## config.mk

```make
export PLATFORM = sky130hd
export DESIGN_NAME = square_display
export DESIGN_NICKNAME = d
export VERILOG_FILES = /design/src/common/video_pkg.sv /design/src/display_timings/display_timings.sv /design/src/source/square_painter.sv /design/src/source/square_display.sv
export SDC_FILE = /design/constraint.sdc
export NUM_CORES = 1
export LEC_CHECK = 0
export ABC_AREA = 1
export BUFFER_PORTS_ARGS = -buffer_cell sky130_fd_sc_hd__buf_2
export CAP_MARGIN = 30
export CORE_UTILIZATION = 58
export DETAILED_ROUTE_END_ITERATION = 10
export GPL_TIMING_DRIVEN = 0
export PLACE_DENSITY = 0.79
export SETUP_SLACK_MARGIN = 0.02
export SLEW_MARGIN = 25
export SYNTH_ARGS = -nofsm -noshare
export SYNTH_HDL_FRONTEND = slang
export SYNTH_SLANG_ARGS = --single-unit
```

## constraint.sdc

```tcl
create_clock -name clk_pix -period 4.1 [get_ports clk_pix]
set_clock_uncertainty 0.1 [all_clocks]
set_input_delay 1.025 -clock clk_pix [delete_from_list [all_inputs] [get_ports clk_pix]]
set_output_delay 1.025 -clock clk_pix [all_outputs]
set_load 0.005 [all_outputs]
```

## src/common/video_pkg.sv

```systemverilog
// ########################################
// video package: shared raster types
// coordinates, colours, sync bundle
// ########################################

package video_pkg;

    // screen coordinate width, enough for 1023
    localparam int cordw = 10;

    typedef logic [cordw-1:0] coord_t;  // unsigned screen position

    // 12-bit colour, 4 bits per channel as on the DVI pmod
    typedef struct packed {
        logic [3:0] red;
        logic [3:0] green;
        logic [3:0] blue;
    } rgb_t;

    // raw timing levels, syncs are active low
    typedef struct packed {
        logic hsync;
        logic vsync;
        logic de;     // high only in the visible area
    } video_sig_t;

    // everything that goes out on the pins in one cycle
    // msb first: hsync, vsync, de, then r/g/b
    typedef struct packed {
        video_sig_t sig;
        rgb_t       colour;
    } pixel_t;

    // what a pixel position falls on
    typedef enum logic [1:0] {
        region_blank      = 2'd0,  // outside the active area
        region_square     = 2'd1,  // inside the corner square
        region_background = 2'd2   // active but not square
    } region_t;

    // orange square
    localparam rgb_t colour_square = '{
        red:   4'hF,
        green: 4'h8,
        blue:  4'h0
    };

    // blue-ish backdrop
    localparam rgb_t colour_background = '{
        red:   4'h0,
        green: 4'h8,
        blue:  4'hF
    };

    // black, must be sent during blanking
    localparam rgb_t colour_blank = '{
        red:   4'h0,
        green: 4'h0,
        blue:  4'h0
    };

endpackage

```

## src/display_timings/display_timings.sv

```systemverilog
// ########################################
// display timings: raster position counters
// with active-low syncs and data enable
// ########################################

`timescale 1ns/1ps

module display_timings #(
    parameter int H_ACTIVE = 640,  // visible pixels per line
    parameter int H_FRONT  = 16,   // front porch in pixels
    parameter int H_SYNC   = 96,   // hsync pulse width
    parameter int H_BACK   = 48,   // back porch
    parameter int V_ACTIVE = 480,  // visible lines per frame
    parameter int V_FRONT  = 10,   // front porch in lines
    parameter int V_SYNC   = 2,    // vsync pulse in lines
    parameter int V_BACK   = 33    // back porch in lines
) (
    input  logic                   clk_pix,  // pixel clock
    input  logic                   rst_n,    // sync reset, active low
    output video_pkg::coord_t      sx,       // column, blanking included
    output video_pkg::coord_t      sy,       // line, blanking included
    output video_pkg::video_sig_t  sig       // syncs and enable for sx/sy
);

    import video_pkg::*;

    // full line and frame length
    localparam int H_TOTAL = H_ACTIVE + H_FRONT + H_SYNC + H_BACK;
    localparam int V_TOTAL = V_ACTIVE + V_FRONT + V_SYNC + V_BACK;

    // boundaries in coordinate width
    localparam coord_t H_ACT_END = coord_t'(H_ACTIVE);           // first blank column
    localparam coord_t HS_START  = coord_t'(H_ACTIVE + H_FRONT); // hsync goes low here
    localparam coord_t HS_END    = coord_t'(H_ACTIVE + H_FRONT + H_SYNC);
    localparam coord_t H_LAST    = coord_t'(H_TOTAL - 1);        // last column of a line

    localparam coord_t V_ACT_END = coord_t'(V_ACTIVE);           // first blank line
    localparam coord_t VS_START  = coord_t'(V_ACTIVE + V_FRONT); // vsync goes low here
    localparam coord_t VS_END    = coord_t'(V_ACTIVE + V_FRONT + V_SYNC);
    localparam coord_t V_LAST    = coord_t'(V_TOTAL - 1);        // last line of a frame

    logic line_end;   // sx on last column
    logic frame_end;  // last column of last line
    logic h_vis;      // sx inside visible columns
    logic v_vis;      // sy inside visible lines
    logic h_pulse;    // sx inside hsync window
    logic v_pulse;    // sy inside vsync window

    always_comb begin
        line_end  = (sx == H_LAST);
        frame_end = line_end && (sy == V_LAST);
    end

    // column counter, wraps every H_TOTAL clocks
    always_ff @(posedge clk_pix) begin
        if (!rst_n) begin
            sx <= '0;
        end else if (line_end) begin
            sx <= '0;
        end else begin
            sx <= sx + coord_t'(1);
        end
    end

    // line counter, steps once per line
    always_ff @(posedge clk_pix) begin
        if (!rst_n) begin
            sy <= '0;
        end else if (frame_end) begin
            sy <= '0;  // back to top
        end else if (line_end) begin
            sy <= sy + coord_t'(1);
        end
    end

    // window decode from the live counters
    always_comb begin
        h_vis   = (sx < H_ACT_END);
        v_vis   = (sy < V_ACT_END);
        h_pulse = (sx >= HS_START) && (sx < HS_END);
        // whole lines, so vsync edges land on sx == 0
        v_pulse = (sy >= VS_START) && (sy < VS_END);
    end

    // zero latency, same cycle as sx/sy
    always_comb begin
        sig.hsync = ~h_pulse;        // negative polarity
        sig.vsync = ~v_pulse;        // negative polarity
        sig.de    = h_vis && v_vis;  // only where both are visible
    end

endmodule

```

## src/source/square_painter.sv

```systemverilog
// ########################################
// square painter: two-stage pixel pipeline
// ########################################

`timescale 1ns/1ps

module square_painter #(
    parameter int SQ_SIZE = 32  // square edge in pixels
) (
    input  logic                  clk_pix,  // pixel clock
    input  logic                  rst_n,    // sync reset, active low
    input  video_pkg::coord_t     sx,       // column from timings
    input  video_pkg::coord_t     sy,       // line from timings
    input  video_pkg::video_sig_t sig,      // syncs and enable for sx/sy
    output video_pkg::pixel_t     pix       // registered pin values
);

    import video_pkg::*;

    // square edge as a coordinate
    localparam coord_t SQ_LIMIT = coord_t'(SQ_SIZE);

    // idle levels: syncs released, enable off
    localparam video_sig_t SIG_IDLE = '{
        hsync: 1'b1,
        vsync: 1'b1,
        de:    1'b0
    };

    // full pixel with idle syncs and black
    localparam pixel_t PIX_IDLE = '{
        sig:    SIG_IDLE,
        colour: colour_blank
    };

    region_t    region_d;   // classification of current sx/sy
    region_t    region_q;   // stage 1 region
    video_sig_t sig_q;      // stage 1 syncs, aligned with region_q
    logic       in_square;  // both coords under SQ_SIZE
    rgb_t       colour_d;   // looked-up colour for region_q

    // stage 1 decode
    always_comb begin
        in_square = (sx < SQ_LIMIT) && (sy < SQ_LIMIT);
        if (!sig.de) begin
            region_d = region_blank;        // blanking wins over position
        end else if (in_square) begin
            region_d = region_square;
        end else begin
            region_d = region_background;
        end
    end

    // stage 1 registers, region and syncs move together
    always_ff @(posedge clk_pix) begin
        if (!rst_n) begin
            region_q <= region_blank;
            sig_q    <= SIG_IDLE;
        end else begin
            region_q <= region_d;
            sig_q    <= sig;
        end
    end

    // region to colour lookup
    always_comb begin
        case (region_q)
            region_square:     colour_d = colour_square;
            region_background: colour_d = colour_background;
            region_blank:      colour_d = colour_blank;
            default:           colour_d = colour_blank;  // unused code
        endcase
    end

    // stage 2, stands in for the I/O cell output registers
    always_ff @(posedge clk_pix) begin
        if (!rst_n) begin
            pix <= PIX_IDLE;
        end else begin
            pix.sig    <= sig_q;     // syncs delayed by 2 like colour
            pix.colour <= colour_d;
        end
    end

endmodule

```

## src/source/square_display.sv

```systemverilog
// ########################################
// square display: top level, timings plus
// painter driving 12-bit DVI pins
// ########################################

`timescale 1ns/1ps

module square_display #(
    parameter int H_ACTIVE = 640,  // 480p defaults
    parameter int H_FRONT  = 16,
    parameter int H_SYNC   = 96,
    parameter int H_BACK   = 48,
    parameter int V_ACTIVE = 480,
    parameter int V_FRONT  = 10,
    parameter int V_SYNC   = 2,
    parameter int V_BACK   = 33,
    parameter int SQ_SIZE  = 32    // corner square edge
) (
    input  logic       clk_pix,    // pixel clock, from PLL off-chip here
    input  logic       rst_n,      // sync reset, active low
    output logic       dvi_hsync,  // horizontal sync, active low
    output logic       dvi_vsync,  // vertical sync, active low
    output logic       dvi_de,     // data enable
    output logic [3:0] dvi_r,      // red channel
    output logic [3:0] dvi_g,      // green channel
    output logic [3:0] dvi_b       // blue channel
);

    import video_pkg::*;

    coord_t     sx;   // current column
    coord_t     sy;   // current line
    video_sig_t sig;  // raw syncs, same cycle as sx/sy
    pixel_t     pix;  // painted pixel, 2 clocks behind sx/sy

    // raster counters
    display_timings #(
        .H_ACTIVE (H_ACTIVE),
        .H_FRONT  (H_FRONT),
        .H_SYNC   (H_SYNC),
        .H_BACK   (H_BACK),
        .V_ACTIVE (V_ACTIVE),
        .V_FRONT  (V_FRONT),
        .V_SYNC   (V_SYNC),
        .V_BACK   (V_BACK)
    ) timings0 (
        .clk_pix (clk_pix),
        .rst_n   (rst_n),
        .sx      (sx),
        .sy      (sy),
        .sig     (sig)
    );

    // colour pipeline
    square_painter #(
        .SQ_SIZE (SQ_SIZE)
    ) painter0 (
        .clk_pix (clk_pix),
        .rst_n   (rst_n),
        .sx      (sx),
        .sy      (sy),
        .sig     (sig),
        .pix     (pix)
    );

    // unpack onto the pins
    assign dvi_hsync = pix.sig.hsync;
    assign dvi_vsync = pix.sig.vsync;
    assign dvi_de    = pix.sig.de;
    assign dvi_r     = pix.colour.red;
    assign dvi_g     = pix.colour.green;
    assign dvi_b     = pix.colour.blue;

endmodule

```

# After elaboration in Yosys (flattened, before gate mapping)
# Index checks and enable logic that the tools add are counted.
[totals]
wordCells = 39
output_inout_bits = 15
register_bits = 40
input_bits = 2
[classes]
reduce_logical = 8
magnitude_cmp = 8
eq_ne = 4
bitwise_logic = 3
n_addsub = 2
n_mux = 2
[op_table]
columns = ["operator", "n"]
rows = [
  ["$pmux W12 S2", 1],
  ["$add A10 B1 Y10 const B", 2],
  ["$eq A10 B10 Y1 const B", 2],
  ["$lt A10 B10 Y1 const B", 2],
  ["$lt A10 B6 Y1 const B", 2],
  ["$lt A10 B9 Y1 const B", 2],
  ["$ge A10 B10 Y1 const B", 1],
  ["$ge A10 B9 Y1 const B", 1],
  ["$logic_and A1 B1 Y1", 5],
  ["$reduce_or A2 Y1", 2],
  ["$not A1 Y1", 3],
  ["$eq A2 B1 Y1 const B", 1],
  ["$eq A2 B2 Y1 const B", 1],
  ["$mux W2", 1],
  ["$reduce_and A2 Y1", 1],
]

# Longest topological paths before layout
[depth]
ltp_word = 3
ltp_mapped = 10
mapped_depth_nobuf = 10

# Cells and area by module
# A second synthesis with hierarchy kept.
[unflattened]
hier_cells = 228
area_unflattened_um2 = 1624.1
[by_module_without_submodules]
columns = ["module", "n_inst", "seq_area_each_um2", "area_per_inst_um2", "cells_each"]
rows = [
  ["display_timings", 1, 400.4, 1192.4, 179],
  ["square_painter", 1, 220.2, 431.7, 49],
]

# Worst setup path after synthesis
# OpenSTA, ideal clock, no wires.
[synth_path]
path_type = "reg-to-output"
start = "register painter0.pix[2] (netlist name)"
end = "output port dvi_b[1]"
slack_ns = 2.500
arrival_ns = 0.475
stages_incl_launch_ff = 2
path_buffers = 1
required_ns = 2.975
path_cell_list = "dfxtp_1 -> buf_4"
[synth_lines]
columns = ["element", "line_no", "text"]
rows = [
  ["end, declared", "square_display.sv:26", "output logic [3:0] dvi_b"],
]

==> summary.txt <==
Die
  – Starting Density: 0.6394
  – IO Pins: 17
  – Chip Height: 55.20 um
  – Die Footprint: 3047 um2
  – Die width: 55.20 um
  – Core box area: 2567 um2
  – Row cnt: 18

Global route
  – Vias in the first global route: 1,291
  – Pin count of the biggest net entering global routing: 11
  – Initial antenna violation count: 0
  – Grt ovf: 0
  – Gr usage total: 0.2161
  – First-pass GRT wire length: 5223 um

Logic synthesis
  – Syn Inst Count: 217
  – Synth area leader: dfxtp_1
  – Register area share after synthesis: 0.3780
  – Syn avg cell area: 7.565 um2
  – Share of the synthesized area in the top cell type: 0.3780
  – Yosys warnings: 0
  – Ys flop type: dfxtp_1
  – Mapped cell area: 1642 um2
  – Distinct cells, synth: 31
  – FF+latch count, synth: 31
  – Top cells by count, synth: nand2_1, dfxtp_1, inv_1
  – Asr flop ratio synth: 0
  – Post-synth EDFFs: 0
  – Synth area leaders: dfxtp_1, nand2_1, inv_1
  – Most frequent cell after synthesis: nand2_1

STA
  – Worst setup margin: 2051 ps
  – RSZ-0062 raised after global routing: no
  – Final Hold Fails: 0
  – Fmax: 488.0 MHz
  – Final min period: 2049 ps
  – Fin Hold WS: 321.9 ps
  – Final Cycle Share: 0.4998
  – Final setup TNS: 0 ps
  – Final Setup Violations: 0
  – Slew Viols, Final: 0

Clock tree
  – Post-CTS Setup Bufs: 0
  – CTS root buf: clkbuf_4
  – CTS tree: built
  – Num CTS Buffers: 5
  – Clock-pin slew on the worst setup and hold paths: 100 ps
  – # clock sinks: 31
  – Hold-fix buffer count after cts: 0
  – Resize count post-CTS: 0
  – H-Tree Depth: 2
  – Clock Path Buffers: 2
  – Worst-Skew Late Latency: 330 ps

Placed design
  – Hpwl dp: 2238 um
  – Placed Instance Area: 1752 um2
  – Port bufs: 13
  – GP Congestion: 0.8718
  – Post-place setup slack: 2217 ps

Route
  – Vias per cell: 4.967
  – Via count: 1,341
  – Routed Antenna Nets: 0
  – Iter 0 DRT Violations: 23
  – Drt pass-1 iters: 4
  – DRC viols: 0
  – Drt total wl: 2938 um
  – Wire length per cell: 10.88 um

Final layout
  – FILL cells: 205
  – Diodes inserted: 0
  – Nets@finish: 247
  – Layout cell share with drive strength beyond 1: 0.2542
  – Post-route cell area: 1838 um2
  – Synth-to-Final Area Change: 11.97%

Power
  – Leakage: 0.9075 nW
  – Power density over the cells: 315.4 nW/um2
  – Peak VDD IR: 0.3184 mV
  – Pwr Total: 0.5796 mW

Setup path
  – Worst EP required: 2970 ps
  – Crit Path Category: reg2out
  – Crit-path max cell delay: 380 ps
  – Critical-path cell list: buf_4 -> buf_2
  – WP buf/inv: 2
  – Slowest-stage cell, CP: dfxtp_1
  – Crit path DAT: 920 ps
  – Crit start category: flop
  – Critical path capture point type: output pin
  – Worst-path maximum fanout: 4
  – Top delay family on crit path: flip-flops

Outcome
  – Status: finished, final reports clean

Flow run
  – Max-cap violations: 0

Worst hold path
  – Tightest Hold Check Type: reg2reg
-- metrics by stage --
step	instances	util
2_1_floorplan	219	-
3_3_place_gp	262	0.6823
3_5_place_dp	262	0.6823
4_1_cts	270	0.7159
5_1_grt	270	0.7159
6_report	270	0.7159
-- worst reg2reg max path: cells and delay by family (launching register included) --
kind | cells | cell delay [ps]
and+or+nand+nor | 7 | 810
DFF | 1 | 370
adders and majority gates | 1 | 200
-- worst paths after layout --
path	end	slack, ps	cells after the start	from
worst max-delay path	dvi_b[1]	2050	2	painter0.pix[2]$_SDFF_PN0_
worst min-delay path	painter0.pix[14]$_SDFF_PN1_	320	1	painter0.sig_q[2]$_SDFF_PN1_
worst max register to register	timings0.sy[9]$_SDFFE_PP0P_	2520	8	timings0.sx[0]$_SDFF_PP0_
worst min register to register	painter0.pix[14]$_SDFF_PN1_	320	1	painter0.sig_q[2]$_SDFF_PN1_
-- cell type report --
| class | instances | area [um2] | share of cell area |
|---|---|---|---|
| timing repair buffer | 13 | 65.06 | 0.03540 |
| tap | 30 | 37.54 | 0.02042 |
| clock buffer | 6 | 51.30 | 0.02791 |
| inverter | 32 | 120.1 | 0.06535 |
| clock inverter | 2 | 35.03 | 0.01906 |
| buffer | 11 | 86.33 | 0.04697 |
| multi-input combinational | 145 | 822.0 | 0.4472 |
| sequential | 31 | 620.6 | 0.3376 |
-- cells by family after synthesis --
logic type | Yosys count | share of synthesized area
flops | 31 | 0.3781
fa+ha+maj | 6 | 0.04573
compound gates | 16 | 0.05183
buf+inv | 43 | 0.1258
simple gates | 115 | 0.3697
xor+xnor | 5 | 0.02668
other cells | 1 | 0.002284
-- cell usage in the layout, fill, tap and decap left out, drive strengths merged --
master / netlist / final
clkbuf: 0 / 6
nand3: 10 / 10
nor4: 1 / 1
o21ai: 5 / 5
buf: 11 / 24
nand4: 4 / 4
nand2: 58 / 58
nor3: 3 / 3
clkinv: 0 / 1
a211o: 1 / 1
or2: 2 / 2
inv: 32 / 32
xnor2: 2 / 2
nor3b: 2 / 2
conb: 1 / 3
dfxtp: 31 / 31
ha: 6 / 6
nand3b: 3 / 3
bufinv: 0 / 1
a31oi: 1 / 1
xor2: 3 / 3
a21oi: 9 / 9
nor2: 32 / 32
-- flip-flops by register name, summed over array words and instances (netlist names) --
name               count
painter0.region_q      2
painter0.pix           6
timings0.sx           10
timings0.sy           10
painter0.sig_q         3
-- power breakdown --
part	switching [mW]	internal, mW	total (mW)	leakage (nW)
logic	0.0138	0.0114	0.0252	0.607
clock network	0.101	0.144	0.245	0.0482
registers	0.00305	0.306	0.309	0.252
-- routing by layer --
metal,wire [um],GRT usage,part of all wire,vias up
li1,-,-,-,700
met5,0,0,0,-
met2,1518,0.3959,0.52,29
met4,40,0.1143,0.014,0
met3,113,0.05621,0.038,7
met1,1266,0.2227,0.43,605
Power figures use the tool's default switching activity.
